--- config.mk ---
export PLATFORM = sky130hd
export DESIGN_NAME = tictactoe_top
export DESIGN_NICKNAME = d
export VERILOG_FILES = /design/src/common/tictactoe_pkg.sv /design/src/source/tictactoe_top.sv /design/src/source/display_driver.sv /design/src/source/game_judge.sv /design/src/source/board_state.sv
export SDC_FILE = /design/constraint.sdc
export NUM_CORES = 1
export LEC_CHECK = 0
export BUFFER_PORTS_ARGS = -buffer_cell sky130_fd_sc_hd__buf_2
export CAP_MARGIN = 10
export CELL_PAD_IN_SITES_DETAIL_PLACEMENT = 1
export CELL_PAD_IN_SITES_GLOBAL_PLACEMENT = 1
export CORE_MARGIN = 4
export CORE_UTILIZATION = 37
export DETAILED_ROUTE_END_ITERATION = 8
export GPL_ROUTABILITY_DRIVEN = 0
export PLACE_DENSITY_LB_ADDON = 0.25
export SLEW_MARGIN = 20
export SYNTH_ARGS = -nofsm -noshare
export SYNTH_HDL_FRONTEND = slang
export SYNTH_HIERARCHICAL = 1
export SYNTH_SLANG_ARGS = --single-unit
--- constraint.sdc ---
create_clock -name clk -period 1.68 [get_ports clk]
set_input_delay 0.168 -clock clk [delete_from_list [all_inputs] [get_ports clk]]
set_output_delay 0.168 -clock clk [all_outputs]
set_load 0.02 [all_outputs]
--- src/common/tictactoe_pkg.sv ---
`default_nettype none

package tictactoe_pkg;

	// the board is a square of three by three cells
	localparam int board_side = 3;
	localparam int cell_count = board_side * board_side;

	// rows, columns and the two diagonals give eight ways to win
	localparam int line_count = 8;

	// one bit per cell, where cell k sits at row k/3 and column k mod 3
	typedef logic [cell_count-1:0] cell_mask_t;

	// each player keeps a mask of the cells that player has claimed
	typedef struct packed {
		cell_mask_t p1;
		cell_mask_t p2;
	} board_t;

	typedef enum logic [1:0] {
		in_play,
		p1_wins,
		p2_wins,
		tie
	} outcome_t;

	// seven-segment pattern, active low, with bit 0 driving the top segment
	typedef logic [6:0] seg_t;

	localparam seg_t seg_blank = 7'b111_1111;
	localparam seg_t seg_one   = 7'b111_1001;
	localparam seg_t seg_two   = 7'b010_0100;
	// only the middle segment is lit for a drawn game
	localparam seg_t seg_dash  = 7'b011_1111;

	// the three rows come first, then the three columns, then both diagonals
	localparam cell_mask_t win_lines [line_count] = '{
		9'b000_000_111,
		9'b000_111_000,
		9'b111_000_000,
		9'b001_001_001,
		9'b010_010_010,
		9'b100_100_100,
		9'b100_010_001,
		9'b001_010_100
	};

	// true when the mask holds every cell of at least one winning line
	function automatic logic has_line(input cell_mask_t mask);
		logic found;
		found = 1'b0;
		for (int i = 0; i < line_count; i++)
		begin
			if ((mask & win_lines[i]) == win_lines[i])
				found = 1'b1;
		end
		return found;
	endfunction

endpackage

`default_nettype wire
--- src/source/tictactoe_top.sv ---
`default_nettype none

// two-player game on one shared board, built as a three-stage pipeline
module tictactoe_top
	import tictactoe_pkg::*;
(
	input  logic       clk,
	input  logic       reset,
	input  cell_mask_t p1_switches,
	input  cell_mask_t p2_switches,
	input  logic       p1_commit,
	input  logic       p2_commit,
	output seg_t       board_left,
	output seg_t       board_middle,
	output seg_t       board_right,
	output seg_t       outcome_segments,
	output cell_mask_t p1_leds,
	output cell_mask_t p2_leds
);

	// claim masks from the first stage
	board_t board;

	// registered result, which also goes back to freeze the board
	outcome_t outcome;

	board_state board_state_inst (
		.clk         (clk),
		.reset       (reset),
		.p1_switches (p1_switches),
		.p2_switches (p2_switches),
		.p1_commit   (p1_commit),
		.p2_commit   (p2_commit),
		.outcome     (outcome),
		.board       (board)
	);

	game_judge game_judge_inst (
		.clk     (clk),
		.reset   (reset),
		.board   (board),
		.outcome (outcome)
	);

	display_driver display_driver_inst (
		.clk              (clk),
		.reset            (reset),
		.board            (board),
		.outcome          (outcome),
		.board_left       (board_left),
		.board_middle     (board_middle),
		.board_right      (board_right),
		.outcome_segments (outcome_segments),
		.p1_leds          (p1_leds),
		.p2_leds          (p2_leds)
	);

endmodule

`default_nettype wire

--- src/source/display_driver.sv ---
`default_nettype none

// third pipeline stage, which turns the board and the result into segments and LEDs
module display_driver
	import tictactoe_pkg::*;
(
	input  logic       clk,
	input  logic       reset,
	input  board_t     board,
	input  outcome_t   outcome,
	output seg_t       board_left,
	output seg_t       board_middle,
	output seg_t       board_right,
	output seg_t       outcome_segments,
	output cell_mask_t p1_leds,
	output cell_mask_t p2_leds
);

	// the board digits do not tell the players apart
	cell_mask_t occupied;

	// next value of the outcome digit
	seg_t result_glyph;

	// one digit shows one column, with the top, middle and bottom segments as the rows
	function automatic seg_t column_glyph(input cell_mask_t cells, input int column);
		seg_t glyph;
		glyph = seg_blank;
		// segments are active low, so an owned cell pulls its segment to zero
		glyph[0] = ~cells[column];
		glyph[6] = ~cells[board_side + column];
		glyph[3] = ~cells[2 * board_side + column];
		return glyph;
	endfunction

	// the LED row is wired so that cell k lands on LED 8-k
	function automatic cell_mask_t reverse_mask(input cell_mask_t mask);
		cell_mask_t flipped;
		for (int k = 0; k < cell_count; k++)
		begin
			flipped[cell_count - 1 - k] = mask[k];
		end
		return flipped;
	endfunction

	assign occupied = board.p1 | board.p2;

	always_comb
	begin
		case (outcome)
			p1_wins: result_glyph = seg_one;
			p2_wins: result_glyph = seg_two;
			tie:     result_glyph = seg_dash;
			// the digit stays dark while the game is running
			default: result_glyph = seg_blank;
		endcase
	end

	always_ff @(posedge clk)
	begin
		if (reset)
		begin
			board_left       <= seg_blank;
			board_middle     <= seg_blank;
			board_right      <= seg_blank;
			outcome_segments <= seg_blank;
			p1_leds          <= '0;
			p2_leds          <= '0;
		end
		else
		begin
			board_left       <= column_glyph(occupied, 0);
			board_middle     <= column_glyph(occupied, 1);
			board_right      <= column_glyph(occupied, 2);
			outcome_segments <= result_glyph;
			p1_leds          <= reverse_mask(board.p1);
			p2_leds          <= reverse_mask(board.p2);
		end
	end

endmodule

`default_nettype wire

--- src/source/game_judge.sv ---
`default_nettype none

// second pipeline stage, which decides the state of the game from the board
module game_judge
	import tictactoe_pkg::*;
(
	input  logic     clk,
	input  logic     reset,
	input  board_t   board,
	output outcome_t outcome
);

	// line checks for each player
	logic p1_line;
	logic p2_line;

	// every cell has an owner
	logic board_full;

	// result for the current board, registered on the next edge
	outcome_t judged;

	assign p1_line = has_line(board.p1);
	assign p2_line = has_line(board.p2);
	assign board_full = &(board.p1 | board.p2);

	always_comb
	begin
		// a line for player one is checked first and outranks everything else
		if (p1_line)
			judged = p1_wins;
		else if (p2_line)
			judged = p2_wins;
		// a full board with no line is a draw
		else if (board_full)
			judged = tie;
		else
			judged = in_play;
	end

	always_ff @(posedge clk)
	begin
		if (reset)
			outcome <= in_play;
		else
			outcome <= judged;
	end

endmodule

`default_nettype wire

--- src/source/board_state.sv ---
`default_nettype none

// first pipeline stage, which owns the two claim masks of the board
module board_state
	import tictactoe_pkg::*;
(
	input  logic       clk,
	input  logic       reset,
	input  cell_mask_t p1_switches,
	input  cell_mask_t p2_switches,
	input  logic       p1_commit,
	input  logic       p2_commit,
	input  outcome_t   outcome,
	output board_t     board
);

	// cells that neither player has taken yet
	cell_mask_t free_cells;

	// cells each player takes on this edge
	cell_mask_t p1_claim;
	cell_mask_t p2_claim;

	// moves are only accepted while the judge still reports a running game
	logic game_live;

	assign free_cells = ~(board.p1 | board.p2);
	assign game_live = (outcome == in_play);

	always_comb
	begin
		// player one takes every free cell whose switch is up when the strobe arrives
		if (p1_commit)
			p1_claim = p1_switches & free_cells;
		else
			p1_claim = '0;

		// player two only gets what is left once player one has claimed this cycle
		// so a cell contested in the same cycle ends up with player one
		if (p2_commit)
			p2_claim = p2_switches & free_cells & ~p1_claim;
		else
			p2_claim = '0;
	end

	always_ff @(posedge clk)
	begin
		if (reset)
		begin
			// a reset clears the board and starts a new game
			board <= '0;
		end
		else if (game_live)
		begin
			// claimed cells are sticky and only ever gain new bits
			board.p1 <= board.p1 | p1_claim;
			board.p2 <= board.p2 | p2_claim;
		end
		// once a result is out the board stays frozen until the next reset
	end

endmodule

`default_nettype wire

=== After elaboration in Yosys (flattened, before gate mapping) ===
Index checks and enable logic that the tools add are counted.

* Register bits after elaboration: 66
* Input bits: 22
* Output and inout port bits: 46
* Logic and storage cells: 74

* Equal/unequal tests: 19
* Muxes and demuxes: 22
* Bitwise operators: 17
* Reduce and logical (&&, ||, !) cells: 3

{| class="wikitable"
|+ Operator list
! kind !! number
|-
| 3-bit == test (second input constant) || 16
|-
| 9-bit bitwise AND || 3
|-
| 9-bit bitwise OR || 3
|-
| 7-bit case mux with 3 select lines || 1
|-
| 9-bit 2-to-1 mux || 2
|-
| 9-bit inverter || 2
|-
| 1-bit 2-to-1 mux || 17
|-
| 1-bit inverter || 9
|-
| 9-bit AND reduction || 1
|-
| 2-bit == test (second input constant) || 2
|-
| 2-bit 2-to-1 mux || 2
|-
| 2-bit by 1-bit == test with 1-bit output (second input constant) || 1
|-
| 2-bit zero test || 1
|-
| 2-bit OR reduction || 1
|}

=== Logic depth before layout (Yosys ltp) ===
* Depth in word-level cells: 11
* Gate-level depth with buffers: 4
* Mapped depth without buffers: 4

=== Modules after synthesis ===
Netlist, hierarchy kept.

{| class="wikitable"
|+ Modules (own cells, without submodules)
! module !! instances !! cells each !! area each (µm²) !! sequential area each (µm²)
|-
| display_driver || 1 || 87 || 1,014.7 || 620.6
|-
| board_state || 1 || 77 || 804.5 || 360.3
|-
| game_judge || 1 || 26 || 216.5 || 40.0
|}

=== Worst setup path after synthesis ===
Ideal clock, no wire load.

* Path kind: flip-flop to flip-flop
* Start: register game_judge_inst.outcome[1]
* End: register, netlist name board_state_inst/board[13]
* Setup time: 0.088 ns
* Data arrival time: 1.190 ns
* Required time: 1.592 ns
* Path slack: 0.402 ns
* Cell stages (with the launch flop): 4
* Buffers on the path: 1
* Period minus slack after synthesis: 1.278 ns
* Cells stage by stage: dfxtp_1 > or4b_1 > buf_6 > o32ai_2

* Word-level cells in the longest chain between the ends: 1

{| class="wikitable"
|+ Ends and longest elaborated chain
! item !! RTL line !! text
|-
| start, declared || game_judge.sv:10 || <nowiki>output outcome_t outcome</nowiki>
|-
| start signal, assigned || game_judge.sv:44 || <nowiki>outcome <= in_play;</nowiki>
|-
| start signal, assigned || game_judge.sv:46 || <nowiki>outcome <= judged;</nowiki>
|-
| 2-bit zero test || board_state.sv:28 || <nowiki>assign game_live = (outcome == in_play);</nowiki>
|}

Every way passes these cells.
A chain may end at the register's enable or synchronous reset.

=== Worst setup path after layout ===
* Start: register game_judge_inst.outcome[0]
* End: register, netlist name board_state_inst/board[10]

* Word-level cells in the longest chain between the ends: 1

{| class="wikitable"
|+ Ends and longest elaborated chain
! item !! RTL line
|-
| 2-bit zero test || board_state.sv:28
|}

Every way passes these cells.

==> metrics.log <==
[metrics] number of hold violations in the final report: 0
[metrics] status: completed
[metrics] Power Internal: 1.884 mW
[metrics] H-tree depth: 2
[metrics] cts-stage hold buffer count: 0
[metrics] grt ovf: 0
[metrics] maximum count of clock buffers along a single path: 2
[metrics] final worst-path setup slack: 0.2032 ns
[metrics] Post-Synthesis Cells: 190
[metrics] number of global-route vias before repair: 1,422
[metrics] final net count: 272
[metrics] detailed-route via count: 1,507
[metrics] count of buffers added by post-CTS timing repair for setup: 0
[metrics] final wirelength: 4.497 mm
[metrics] maximum vdd ir drop: 0.3860 mV
[metrics] Clk network pwr share: 32.9%
[metrics] NetSw: 0.6935 mW
[metrics] cts repair resizes: 0
[metrics] DR iter-0 viols: 89
[metrics] chip height: 82.18 um
[metrics] Layout area overhead: 19.30%
[metrics] source-to-sink clock delay at the later pin of the worst-skew pair: 0.31 ns
[metrics] TritonCTS clock tree: done
[metrics] required time worst endpoint: 1.91 ns
[metrics] post-synth top area share: 50.15%
[metrics] Post-synth ARST share: 0%
[metrics] number of nets with antenna violations after routing: 0
[metrics] warnings from Yosys: 6
[metrics] startpoint kind of the worst setup timing path: flip-flop
[metrics] Sequential Power Share: 53.5%
[metrics] leading post-synthesis cells by cell area: dfxtp_1, nor2b_1, o32ai_2
[metrics] P_leak: 1.145 nW
[metrics] dpl hpwl: 3.413 mm
[metrics] critical setup path kind: flip-flop to flip-flop
[metrics] critical path endpoint category: flip-flop
[metrics] die area: 0.006753 sq mm
[metrics] average instance area after synthesis: 10.71 sq um
[metrics] netlist area before placement: 0.002036 sq mm
[metrics] data arrival time of the critical path: 1.70 ns
[metrics] cell area power density: 1061 mW/mm^2
[metrics] average wire per cell in the routed design: 14.19 um
[metrics] site row count: 26
[metrics] worst setup timing slack at the placement stage: 0.1879 ns
[metrics] fill count: 630
[metrics] most common cell in the synthesized netlist: dfxtp_1
[metrics] cell type contributing the most total cell area after synthesis: dfxtp_1
[metrics] DRC viols: 0
[metrics] number of max-slew violations in the final report: 0
[metrics] Period minus WS final: 1.477 ns
[metrics] ant diodes: 0
[metrics] clock sink count: 51
[metrics] initial antenna violation count: 0
[metrics] unrepaired setup endpoints after global routing: no
[metrics] Yosys cell types: 26
[metrics] Pre-Repair DR Iteration Count: 4
[metrics] number of buffers created by CTS: 5
[metrics] clock tree root driver cell: clkbuf_8
[metrics] Max Clock Freq: 677.1 MHz
[metrics] number of buffers inserted by port buffering: 54
[metrics] maximum number of pins on one net before global-route repair: 29
[metrics] global-route wire length before repair: 7.044 mm
[metrics] I/O pin total: 68
[metrics] combinational cell fraction of total power: 13.6%
[metrics] Max Fanout on Critical Path: 7
[metrics] overall routing resource usage: 13.96%
[metrics] sequential share of the synthesized area: 50.15%
[metrics] count of flip-flops with a built-in enable after synthesis: 0
[metrics] top cells by instance count after synthesis: dfxtp_1, nor2b_1, inv_1, buf_4, nand2_1
[metrics] Yosys reg bits: 51
[metrics] Final period util: 87.91%
[metrics] max-capacitance violation count: 0
[metrics] clock-pin transition on the worst setup and hold timing paths: 0.09 ns
[metrics] Core Region: 0.005205 sq mm
[metrics] width of the die: 82.18 um
[metrics] switching share of total power: 26.91%
[metrics] share of layout cells above drive strength 1: 31.17%
[metrics] starting density of the core: 39.11%
[metrics] detail-routed via count per cell: 4.754
[metrics] worst clock skew: 0.006297 ns
[metrics] setup TNS: 0 ns
[metrics] Worst Hold Class: input port to flip-flop
[metrics] Setup violations, final: 0
[metrics] primary flip-flop cell chosen by synthesis mapping: dfxtp_1
[sequential cells by signal, indices dropped and copies added (netlist names)]
| signal | count |
|---|---|
| board_state_inst/board | 18 |
| display_driver_inst/p1_leds | 9 |
| display_driver_inst/p2_leds | 9 |
| display_driver_inst/outcome_segments | 4 |
| display_driver_inst/board_left | 3 |
| display_driver_inst/board_middle | 3 |
| display_driver_inst/board_right | 3 |
| game_judge_inst/outcome | 2 |
[metrics by stage]
| step | utilization (%) | power [mW] | cell area [sq um] | instances | hold slack (ns) |
|---|---|---|---|---|---|
| after floorplan | - | 1.652 | 2081 | 202 | 0.2374 |
| final | 46.66 | 2.578 | 2429 | 317 | 0.1013 |
| after global placement | 44.50 | 1.757 | 2316 | 309 | 0.4191 |
| after global routing | 46.66 | 2.706 | 2429 | 317 | 0.09015 |
| after CTS | 46.66 | 2.613 | 2429 | 317 | 0.09613 |
| after detailed placement | 44.50 | 1.761 | 2316 | 309 | 0.4234 |
[power groups by stage]
stage	Combinational, mW	Sequential (mW)	Clock [mW]
4_1_cts	0.353	1.38	0.879
3_3_place_gp	0.349	1.41	0
3_5_place_dp	0.351	1.41	0
2_1_floorplan	0.210	1.44	0
5_1_grt	0.384	1.39	0.928
6_report	0.350	1.38	0.848
[final timing paths]
| path | startpoint | slack, ns | endpoint | cells after the start |
|---|---|---|---|---|
| min | p2_switches[7] | 0.10 | board_state_inst/board[7] | 2 |
| min reg2reg | board_state_inst/board[11] | 0.54 | display_driver_inst/board_right[0] | 1 |
| max reg2reg | game_judge_inst/outcome[0] | 0.20 | board_state_inst/board[10] | 2 |
| max | game_judge_inst/outcome[0] | 0.20 | board_state_inst/board[10] | 2 |
[layout by cell type (no fill, tap or decap)]
cell type and n:
buf_2 54, dfxtp_1 51, nor2b_1 27, inv_1 18
conb_1 13, nand2_1 11, a41o_1 9, o21bai_1 9
a22o_1 8, o32ai_2 7, buf_4 5, clkbuf_8 5
ha_1 4, o22ai_1 4, nand2b_1 3, or3_1 2
o32ai_1 2, a22oi_2 2, a22oi_1 2, nor2_1 2
nor4b_4 1, or4b_1 1, bufinv_16 1, clkinv_4 1
clkinv_2 1, nor3_1 1, nand4_1 1, a31oi_1 1
a311oi_1 1
[cell type report]
cell class	count	area (sq um)	area share (%)
clock buffers	5	68.82	2.834
well taps	70	87.58	3.606
repair buffers	59	307.8	12.67
flip-flops and latches	51	1021	42.04
clock inverters	3	43.79	1.803
inverters	18	67.56	2.782
multi-input cells	111	832.0	34.26
[routing by layer]
metal	wire length [um]	vias to the layer above	share of wire, %	track usage, %
met5	0	-	0	0
met3	337	6	7.5	4.664
met1	2032	705	45	18.21
met2	2064	55	46	21.49
li1	-	741	-	-
met4	63	0	1.4	4.983
[cell families after synthesis]
logic type	share of synthesized area, %
compound gates	21.57
fa+ha+maj	2.459
buf+inv	11.19
flops	50.15
other cells	0.1842
simple gates	14.44
[worst max-delay path, cell delays in order (launching register included)]
cell and delay [ns]:
dfxtp_1 0.39, or4b_1 0.74, o32ai_2 0.27
Power figures use the tool's default switching activity.
